--- src/rv_defs.svh ---
`ifndef RV_DEFS_SVH
`define RV_DEFS_SVH

// data word width
`define RV_XLEN     32

// register file shape
`define RV_NREGS    32
`define RV_REG_AW   5

// the core halts when the fetch address reaches this value
`define RV_EXIT_PC  32'h44

`endif

--- src/rv_pkg.sv ---
`include "rv_defs.svh"

package rv_pkg;

    // major opcodes used by the core
    typedef enum logic [6:0] {
        OPC_LOAD   = 7'b0000011,
        OPC_STORE  = 7'b0100011,
        OPC_OP     = 7'b0110011,
        OPC_OP_IMM = 7'b0010011,
        OPC_BRANCH = 7'b1100011,
        OPC_JAL    = 7'b1101111,
        OPC_JALR   = 7'b1100111,
        OPC_LUI    = 7'b0110111,
        OPC_AUIPC  = 7'b0010111
    } opcode_e;

    typedef enum logic [4:0] {
        ALU_ADD  = 5'd0,
        ALU_SUB  = 5'd1,
        ALU_AND  = 5'd2,
        ALU_OR   = 5'd3,
        ALU_XOR  = 5'd4,
        ALU_SLL  = 5'd5,
        ALU_SRL  = 5'd6,
        ALU_SRA  = 5'd7,
        ALU_SLT  = 5'd8,
        ALU_SLTU = 5'd9,
        ALU_JALR = 5'd10, // add, then clear bit 0
        BR_BEQ   = 5'd11,
        BR_BNE   = 5'd12,
        BR_BLT   = 5'd13,
        BR_BGE   = 5'd14,
        BR_BLTU  = 5'd15,
        BR_BGEU  = 5'd16
    } alu_fn_e;

    typedef enum logic [1:0] {
        OP1_RS1  = 2'd0,
        OP1_PC   = 2'd1,
        OP1_ZERO = 2'd2  // lui
    } op1_sel_e;

    typedef enum logic {
        OP2_RS2 = 1'b0,
        OP2_IMM = 1'b1
    } op2_sel_e;

    typedef enum logic [1:0] {
        WB_ALU = 2'd0,
        WB_MEM = 2'd1,
        WB_PC  = 2'd2   // link address
    } wb_sel_e;

    typedef struct packed {
        alu_fn_e  alu_fn;
        op1_sel_e op1_sel;
        op2_sel_e op2_sel;
        logic     mem_wen;
        logic     rf_wen;
        wb_sel_e  wb_sel;
        logic     jump;
    } ctrl_t;

    typedef struct packed {
        logic [`RV_REG_AW-1:0] rs1;
        logic [`RV_REG_AW-1:0] rs2;
        logic [`RV_REG_AW-1:0] rd;
        ctrl_t                 ctrl;
        logic [`RV_XLEN-1:0]   imm;    // operand immediate
        logic [`RV_XLEN-1:0]   br_off; // sign-extended B offset
    } dec_t;

    typedef struct packed {
        logic [`RV_XLEN-1:0] addr;
        logic [`RV_XLEN-1:0] wdata;
        logic                wen;
    } dmem_req_t;

endpackage

--- src/rv_alu.sv ---
`timescale 1ns/1ns
`include "rv_defs.svh"

module rv_alu (
    input  rv_pkg::alu_fn_e     fn_i,
    input  logic [`RV_XLEN-1:0] op1_i,
    input  logic [`RV_XLEN-1:0] op2_i,
    output logic [`RV_XLEN-1:0] result_o,
    output logic                br_taken_o
);
    import rv_pkg::*;

    logic [4:0]          shamt;
    logic [`RV_XLEN-1:0] sum;
    logic                eq;
    logic                lt_s;
    logic                lt_u;

    assign shamt = op2_i[4:0];
    assign sum   = op1_i + op2_i;
    assign eq    = (op1_i == op2_i);
    assign lt_s  = ($signed(op1_i) < $signed(op2_i));
    assign lt_u  = (op1_i < op2_i);

    always_comb begin
        case (fn_i)
            ALU_ADD:  result_o = sum;
            ALU_SUB:  result_o = op1_i - op2_i;
            ALU_AND:  result_o = op1_i & op2_i;
            ALU_OR:   result_o = op1_i | op2_i;
            ALU_XOR:  result_o = op1_i ^ op2_i;
            ALU_SLL:  result_o = op1_i << shamt;
            ALU_SRL:  result_o = op1_i >> shamt;
            ALU_SRA:  result_o = $unsigned($signed(op1_i) >>> shamt);
            ALU_SLT:  result_o = {{(`RV_XLEN-1){1'b0}}, lt_s};
            ALU_SLTU: result_o = {{(`RV_XLEN-1){1'b0}}, lt_u};
            ALU_JALR: result_o = {sum[`RV_XLEN-1:1], 1'b0};
            default:  result_o = '0; // branch compares produce no result
        endcase
    end

    // bge/bgeu take the branch when not less-than
    always_comb begin
        case (fn_i)
            BR_BEQ:  br_taken_o = eq;
            BR_BNE:  br_taken_o = !eq;
            BR_BLT:  br_taken_o = lt_s;
            BR_BGE:  br_taken_o = !lt_s;
            BR_BLTU: br_taken_o = lt_u;
            BR_BGEU: br_taken_o = !lt_u;
            default: br_taken_o = 1'b0;
        endcase
    end

endmodule

--- src/rv_core.sv ---
`timescale 1ns/1ns
`include "rv_defs.svh"

module rv_core (
    input  logic                clk,
    input  logic                rst_n,
    output logic [`RV_XLEN-1:0] imem_addr_o,
    input  logic [`RV_XLEN-1:0] imem_inst_i,
    output rv_pkg::dmem_req_t   dmem_req_o,
    input  logic [`RV_XLEN-1:0] dmem_rdata_i,
    output logic [`RV_XLEN-1:0] gp_o,
    output logic                exit_o
);
    import rv_pkg::*;

    logic [`RV_XLEN-1:0] pc;
    logic [`RV_XLEN-1:0] pc_plus4;
    logic [`RV_XLEN-1:0] pc_next;
    dec_t                dec;
    logic [`RV_XLEN-1:0] rs1_data;
    logic [`RV_XLEN-1:0] rs2_data;
    logic [`RV_XLEN-1:0] op1;
    logic [`RV_XLEN-1:0] op2;
    logic [`RV_XLEN-1:0] alu_result;
    logic                br_taken;
    logic [`RV_XLEN-1:0] wb_data;
    logic                halt;
    logic                rf_wen;

    assign imem_addr_o = pc;
    assign pc_plus4    = pc + `RV_XLEN'd4;
    assign halt        = (pc == `RV_EXIT_PC);
    assign exit_o      = halt;

    rv_decoder u_decoder (
        .inst_i (imem_inst_i),
        .dec_o  (dec)
    );

    assign rf_wen = dec.ctrl.rf_wen && !halt; // no commit once halted

    rv_regfile u_regfile (
        .clk        (clk),
        .rst_n      (rst_n),
        .rs1_i      (dec.rs1),
        .rs2_i      (dec.rs2),
        .rd_i       (dec.rd),
        .wen_i      (rf_wen),
        .wdata_i    (wb_data),
        .rs1_data_o (rs1_data),
        .rs2_data_o (rs2_data),
        .gp_o       (gp_o)
    );

    always_comb begin
        case (dec.ctrl.op1_sel)
            OP1_RS1: op1 = rs1_data;
            OP1_PC:  op1 = pc;
            default: op1 = '0;
        endcase
    end

    assign op2 = (dec.ctrl.op2_sel == OP2_IMM) ? dec.imm : rs2_data;

    rv_alu u_alu (
        .fn_i       (dec.ctrl.alu_fn),
        .op1_i      (op1),
        .op2_i      (op2),
        .result_o   (alu_result),
        .br_taken_o (br_taken)
    );

    always_comb begin
        case (dec.ctrl.wb_sel)
            WB_MEM:  wb_data = dmem_rdata_i;
            WB_PC:   wb_data = pc_plus4;
            default: wb_data = alu_result;
        endcase
    end

    assign dmem_req_o.addr  = alu_result;
    assign dmem_req_o.wdata = rs2_data;
    assign dmem_req_o.wen   = dec.ctrl.mem_wen && !halt && rst_n;

    // branch first, then jump target from the ALU
    assign pc_next = br_taken      ? pc + dec.br_off :
                     dec.ctrl.jump ? alu_result :
                                     pc_plus4;

    always_ff @(posedge clk) begin
        if (!rst_n) begin
            pc <= '0;
        end else if (!halt) begin
            pc <= pc_next;
        end
    end

    // catches a jalr target with bit 1 set
    assert property (@(posedge clk) disable iff (!rst_n) pc[1:0] == 2'b00)
        else $error("pc not word-aligned: %h", pc);

endmodule

--- src/rv_decoder.sv ---
`timescale 1ns/1ns
`include "rv_defs.svh"

module rv_decoder (
    input  logic [`RV_XLEN-1:0] inst_i,
    output rv_pkg::dec_t        dec_o
);
    import rv_pkg::*;

    logic [6:0]          opcode;
    logic [2:0]          funct3;
    logic [6:0]          funct7;
    logic [`RV_XLEN-1:0] imm_i;
    logic [`RV_XLEN-1:0] imm_s;
    logic [`RV_XLEN-1:0] imm_b;
    logic [`RV_XLEN-1:0] imm_j;
    logic [`RV_XLEN-1:0] imm_u;
    logic [`RV_XLEN-1:0] imm;
    ctrl_t               ctrl;

    assign opcode = inst_i[6:0];
    assign funct3 = inst_i[14:12];
    assign funct7 = inst_i[31:25];

    assign imm_i = {{20{inst_i[31]}}, inst_i[31:20]};
    assign imm_s = {{20{inst_i[31]}}, inst_i[31:25], inst_i[11:7]};
    assign imm_b = {{20{inst_i[31]}}, inst_i[7], inst_i[30:25], inst_i[11:8], 1'b0};
    assign imm_j = {{12{inst_i[31]}}, inst_i[19:12], inst_i[20], inst_i[30:21], 1'b0};
    assign imm_u = {inst_i[31:12], 12'b0};

    always_comb begin
        // unknown encodings fall through as a nop
        ctrl.alu_fn  = ALU_ADD;
        ctrl.op1_sel = OP1_RS1;
        ctrl.op2_sel = OP2_RS2;
        ctrl.mem_wen = 1'b0;
        ctrl.rf_wen  = 1'b0;
        ctrl.wb_sel  = WB_ALU;
        ctrl.jump    = 1'b0;
        imm          = imm_i;

        case (opcode)
            OPC_LOAD: begin
                if (funct3 == 3'b010) begin // lw
                    ctrl.op2_sel = OP2_IMM;
                    ctrl.rf_wen  = 1'b1;
                    ctrl.wb_sel  = WB_MEM;
                end
            end
            OPC_STORE: begin
                if (funct3 == 3'b010) begin // sw
                    ctrl.op2_sel = OP2_IMM;
                    ctrl.mem_wen = 1'b1;
                    imm          = imm_s;
                end
            end
            OPC_OP: begin
                ctrl.rf_wen = 1'b1;
                case ({funct7, funct3})
                    {7'b0000000, 3'b000}: ctrl.alu_fn = ALU_ADD;
                    {7'b0100000, 3'b000}: ctrl.alu_fn = ALU_SUB;
                    {7'b0000000, 3'b001}: ctrl.alu_fn = ALU_SLL;
                    {7'b0000000, 3'b010}: ctrl.alu_fn = ALU_SLT;
                    {7'b0000000, 3'b011}: ctrl.alu_fn = ALU_SLTU;
                    {7'b0000000, 3'b100}: ctrl.alu_fn = ALU_XOR;
                    {7'b0000000, 3'b101}: ctrl.alu_fn = ALU_SRL;
                    {7'b0100000, 3'b101}: ctrl.alu_fn = ALU_SRA;
                    {7'b0000000, 3'b110}: ctrl.alu_fn = ALU_OR;
                    {7'b0000000, 3'b111}: ctrl.alu_fn = ALU_AND;
                    default:              ctrl.rf_wen = 1'b0;
                endcase
            end
            OPC_OP_IMM: begin
                ctrl.op2_sel = OP2_IMM;
                ctrl.rf_wen  = 1'b1;
                case (funct3)
                    3'b000: ctrl.alu_fn = ALU_ADD;
                    3'b010: ctrl.alu_fn = ALU_SLT;
                    3'b011: ctrl.alu_fn = ALU_SLTU;
                    3'b100: ctrl.alu_fn = ALU_XOR;
                    3'b110: ctrl.alu_fn = ALU_OR;
                    3'b111: ctrl.alu_fn = ALU_AND;
                    3'b001: begin
                        ctrl.alu_fn = ALU_SLL;
                        ctrl.rf_wen = (funct7 == 7'b0000000);
                    end
                    default: begin // srli / srai share funct3
                        ctrl.alu_fn = funct7[5] ? ALU_SRA : ALU_SRL;
                        ctrl.rf_wen = (funct7 == 7'b0000000) || (funct7 == 7'b0100000);
                    end
                endcase
            end
            OPC_BRANCH: begin
                case (funct3)
                    3'b000:  ctrl.alu_fn = BR_BEQ;
                    3'b001:  ctrl.alu_fn = BR_BNE;
                    3'b100:  ctrl.alu_fn = BR_BLT;
                    3'b101:  ctrl.alu_fn = BR_BGE;
                    3'b110:  ctrl.alu_fn = BR_BLTU;
                    3'b111:  ctrl.alu_fn = BR_BGEU;
                    default: ctrl.alu_fn = ALU_ADD;
                endcase
            end
            OPC_JAL: begin
                ctrl.op1_sel = OP1_PC;
                ctrl.op2_sel = OP2_IMM;
                ctrl.rf_wen  = 1'b1;
                ctrl.wb_sel  = WB_PC;
                ctrl.jump    = 1'b1;
                imm          = imm_j;
            end
            OPC_JALR: begin
                if (funct3 == 3'b000) begin
                    ctrl.alu_fn  = ALU_JALR;
                    ctrl.op2_sel = OP2_IMM;
                    ctrl.rf_wen  = 1'b1;
                    ctrl.wb_sel  = WB_PC;
                    ctrl.jump    = 1'b1;
                end
            end
            OPC_LUI: begin
                ctrl.op1_sel = OP1_ZERO;
                ctrl.op2_sel = OP2_IMM;
                ctrl.rf_wen  = 1'b1;
                imm          = imm_u;
            end
            OPC_AUIPC: begin
                ctrl.op1_sel = OP1_PC;
                ctrl.op2_sel = OP2_IMM;
                ctrl.rf_wen  = 1'b1;
                imm          = imm_u;
            end
            default: ;
        endcase
    end

    assign dec_o.rs1    = inst_i[19:15];
    assign dec_o.rs2    = inst_i[24:20];
    assign dec_o.rd     = inst_i[11:7];
    assign dec_o.ctrl   = ctrl;
    assign dec_o.imm    = imm;
    assign dec_o.br_off = imm_b;

    // a store never writes back
    always_comb begin
        assert (!(ctrl.mem_wen && ctrl.rf_wen))
            else $error("decoder set both mem_wen and rf_wen for %h", inst_i);
    end

endmodule

--- src/rv_regfile.sv ---
`timescale 1ns/1ns
`include "rv_defs.svh"

module rv_regfile (
    input  logic                  clk,
    input  logic                  rst_n,
    input  logic [`RV_REG_AW-1:0] rs1_i,
    input  logic [`RV_REG_AW-1:0] rs2_i,
    input  logic [`RV_REG_AW-1:0] rd_i,
    input  logic                  wen_i,
    input  logic [`RV_XLEN-1:0]   wdata_i,
    output logic [`RV_XLEN-1:0]   rs1_data_o,
    output logic [`RV_XLEN-1:0]   rs2_data_o,
    output logic [`RV_XLEN-1:0]   gp_o
);

    // x0 has no storage
    logic [`RV_NREGS-1:1][`RV_XLEN-1:0] regs;

    always_ff @(posedge clk) begin
        if (!rst_n) begin
            regs <= '0;
        end else if (wen_i && rd_i != '0) begin
            regs[rd_i] <= wdata_i;
        end
    end

    assign rs1_data_o = (rs1_i == '0) ? '0 : regs[rs1_i];
    assign rs2_data_o = (rs2_i == '0) ? '0 : regs[rs2_i];
    assign gp_o       = regs[3]; // x3 tap

    // a write aimed at x0 must not land in any real register
    assert property (@(posedge clk) disable iff (!rst_n)
        (wen_i && rd_i == '0) |=> $stable(regs))
        else $error("write to x0 changed the register file");

endmodule
--- config.mk ---
export PLATFORM = sky130hd
export DESIGN_NAME = rv_core
export DESIGN_NICKNAME = d
export VERILOG_FILES = /design/src/rv_pkg.sv /design/src/rv_alu.sv /design/src/rv_core.sv /design/src/rv_decoder.sv /design/src/rv_regfile.sv
export VERILOG_INCLUDE_DIRS = /design/src /design/src/src
export SDC_FILE = /design/constraint.sdc
export NUM_CORES = 2
export LEC_CHECK = 0
export ABC_AREA = 1
export BUFFER_PORTS_ARGS = -buffer_cell sky130_fd_sc_hd__buf_2
export CORE_ASPECT_RATIO = 0.8
export CORE_MARGIN = 5
export CORE_UTILIZATION = 26
export DETAILED_ROUTE_END_ITERATION = 10
export PLACE_DENSITY = 0.36
export SLEW_MARGIN = 30
export SYNTH_ARGS = -nofsm -noshare
export SYNTH_HDL_FRONTEND = slang
export SYNTH_SLANG_ARGS = --single-unit
--- constraint.sdc ---
create_clock -name clk -period 7.6 [get_ports clk]
set_input_delay 0.38 -clock clk [delete_from_list [all_inputs] [get_ports clk]]
set_output_delay 0.38 -clock clk [all_outputs]
set_load 0.02 [all_outputs]
==> results.md <==
* EDFF count, synth at 0
* Initial antenna violation count at 31
* Sw frac at 39.04%
* GPL Wtd Cong at 0.9733
* Critical path type: in2out
* Clk root buf: clkbuf_16
* Core Region at 0.2676 mm²
* Final setup violation count at 0
* Setup crit end kind: primary output
* Comb pwr share at 29.9%
* RSZ-0062 raised after global routing: false
* Final nets at 11060
* Gate Count Post-Synth at 11170
* Setup ws final at 0.3260 ns
* Tot Pwr at 17.01 mW
* Vias per inst at 5.454
* Post-CTS setup buffers at 0
* Boundary Pins at 196
* Die W at 589.0 µm
* Synth warn at 0
* DRT iter0 DRCs at 9139
* Worst-Margin Slew at 1.163 ns
* Worst EP arrival at 6.89 ns
* Most used cell, CP: nand2_1
* Hold WS at 0.1019 ns
* Vias at 79010
* Clock Sink Count at 1024
* Final period util at 95.71%
* Max_slew headroom at 22.10%
* Tot GR Track Use at 27.89%
* Post-DP HPWL at 274700 µm
* Top_reg_cell synth: dfxtp_1
* Setup TNS at 0 ns
* DRT Wirelength at 407100 µm
* Final antenna-violating net count at 0
* PortBufs at 195
* H-tree depth at 4
* Mapped Nets at 11370
* Max FO, Critical Path at 31
* Crit-path slowest cell: a31oi_1
* Clk_lat worst skew at 0.83 ns
* Starting density of the core at 26.06%
* Clock slew at reported path FFs at 0.06 ns
* CP peak stage delay at 0.71 ns
* Peak supply drop at 0.0001430 V
* WL/cell at 28.10 µm
* Row Count at 170
* Ys async rst share at 0%
* Leak Pwr at 32.46 nW
* Critical Path RT at 7.22 ns
* #FFs+latches synth at 1024
* Die height at 473.2 µm
* Vias in the first global route at 73090
* Power Internal at 10.37 mW
* Fmax at 137.5 MHz
* CTS Buf Count at 139
* DRT Pass-1 Iters at 6
* Die area at 0.2787 mm²
* Layout cells sized above 1 at 9.489%
* Status: finished, final reports clean
* Yosys cell types at 68
* Cell family with most CP delay: simple AND/OR/NAND/NOR gates
* Avg Cell Area, Syn at 6.243 µm²
* Seq/Total Area, Yosys at 29.40%
* Kind of start point of the critical path: input port
* Mapped cell area at 0.06973 mm²
* Worst Path Buf+Inv at 8
* Sequential share of power at 31.7%
* Dpl ws at 0.5614 ns
* Residual DRC count at 0
* Net load switching power at 6.641 mW
* CTS tree: yes
* Final Hold Viols at 0
* Clock skew at 0.07774 ns
* Fin crit period at 7.274 ns
* Slew Limit Fails at 0
* Remaining Overflow, GRT at 0
* Type of the most critical hold path: in2reg
* Max-cap violations at 0
* First-pass GRT wire length at 572400 µm
* Fill count at 29860
* Clock power share at 38.4%
* Synth-to-Final Area Change at 12.57%
* Clock Path Buffers at 4
* Power per cell area at 216.7 mW/mm²
* Largest net degree at the start of global routing at 247
==> kinds of logic (layout without fill, tap and decap cells) <==
| kind of cell | Yosys count | count (layout) | share of synthesized area, % |
|---|---|---|---|
| adders and majority gates | 134 | 134 | 2.437 |
| buffers and inverters | 1919 | 1698 | 12.27 |
| other | 0 | 12 | 0 |
| AOI/OAI and AO/OA | 3622 | 3622 | 28.03 |
| DFF | 1024 | 1024 | 29.40 |
| xor gates and xnor gates | 73 | 73 | 0.9169 |
| and+or+nand+nor | 4398 | 4398 | 26.95 |
==> power by group through the flow <==
stage	clock network, mW	registers [mW]	logic, mW
after CTS	6.69	5.39	5.00
final	6.53	5.39	5.09
after global routing	6.88	5.39	5.33
after global placement	0	5.51	5.02
after floorplan	0	5.51	2.86
after detailed placement	0	5.51	4.99
==> final timing paths <==
kind	from	to	slack, ns	depth (start not counted)
max	imem_inst_i[16]	dmem_req_o[54]	0.33	28
min	imem_inst_i[8]	imem_addr_o[1]	0.10	4
max reg2reg	u_regfile.gp_o[16]	u_regfile.regs[281]	1.43	28
min reg2reg	u_regfile.regs[283]	u_regfile.regs[283]	0.54	2
==> synth_stat cells, drive strengths merged (77+ instances only) <==
cell,instances,area [µm²]
nand2,2152,8193
buf,469,3095
inv,934,3523
nand3,1147,5848
o211ai,151,1149
ha,131,1639
o21ai,1685,8448
o221ai,77,680.7
dfxtp,1024,20500
a21oi,1549,8087
nor2,923,3651
clkbuf,511,1919
==> worst reg2reg max path, delay by kind of cell (launching register included) <==
kind | cells | cell delay (ns)
AO/OA/AOI/OAI | 13 | 2.95
flip-flops | 1 | 0.53
AND/OR/NAND/NOR | 9 | 1.58
adder cells (fa/ha/maj) | 1 | 0.31
buffers and inverters | 5 | 0.70
==> stage by stage <==
stage / std cells / utilization [%] / area, µm²
2_1_floorplan: 11170 / - / 69730
3_3_place_gp: 14240 / 27.68 / 74060
3_5_place_dp: 14250 / 27.69 / 74090
4_1_cts: 14470 / 29.29 / 78390
5_1_grt: 14480 / 29.33 / 78470
6_report: 14490 / 29.34 / 78500
==> final cells by class <==
type | instances | area, µm² | area share (%)
well taps | 3526 | 4412 | 5.620
flip-flops and latches | 1024 | 20500 | 26.11
clock buffers | 207 | 4090 | 5.210
diodes | 12 | 30.03 | 0.03825
inverters | 939 | 3588 | 4.571
multi-input cells | 8227 | 40930 | 52.14
clock inverters | 19 | 191.4 | 0.2439
repair buffers | 533 | 4756 | 6.058
==> cells in the final DEF, fill, tap and decap left out, types with 38 or more instances in the layout <==
cell / synthesis / routed
nand4_1: 42 / 42
ha_1: 131 / 130
dfxtp_1: 1024 / 1024
nor3_1: 46 / 46
o21a_1: 44 / 44
o21ai_0: 1642 / 1639
a21oi_2: 89 / 89
o211ai_1: 148 / 148
nor2_4: 11 / 41
buf_12: 0 / 87
a21oi_1: 1460 / 1460
nor2_1: 876 / 847
buf_2: 215 / 186
nand3_1: 1127 / 1126
clkbuf_16: 0 / 144
o21ai_1: 41 / 44
or2_2: 39 / 39
inv_1: 899 / 892
buf_4: 136 / 247
clkbuf_1: 510 / 38
nand2_1: 2120 / 2115
xor2_1: 61 / 61
o221ai_1: 76 / 76
==> sequential cells by signal, indices dropped and copies added (netlist names) <==
register        cells
imem_addr_o        32
u_regfile.regs    960
u_regfile.gp_o     32
==> routing by layer <==
metal / vias up / part of all wire [%] / track usage (%)
li1: 36820 / - / -
met4: 14 / 2.9 / 7.658
met1: 38290 / 48 / 41.29
met3: 493 / 7.4 / 4.728
met2: 3397 / 41 / 41.25
met5: - / 0.023 / 0
==> repair_timing <==
action / in CTS / in global routing
gates resized for setup: 0 / 0
hold buffers: 1 / 0
endpoints found under the hold margin: 17 / 0
No activity file was read; power rests on OpenSTA's default activity.
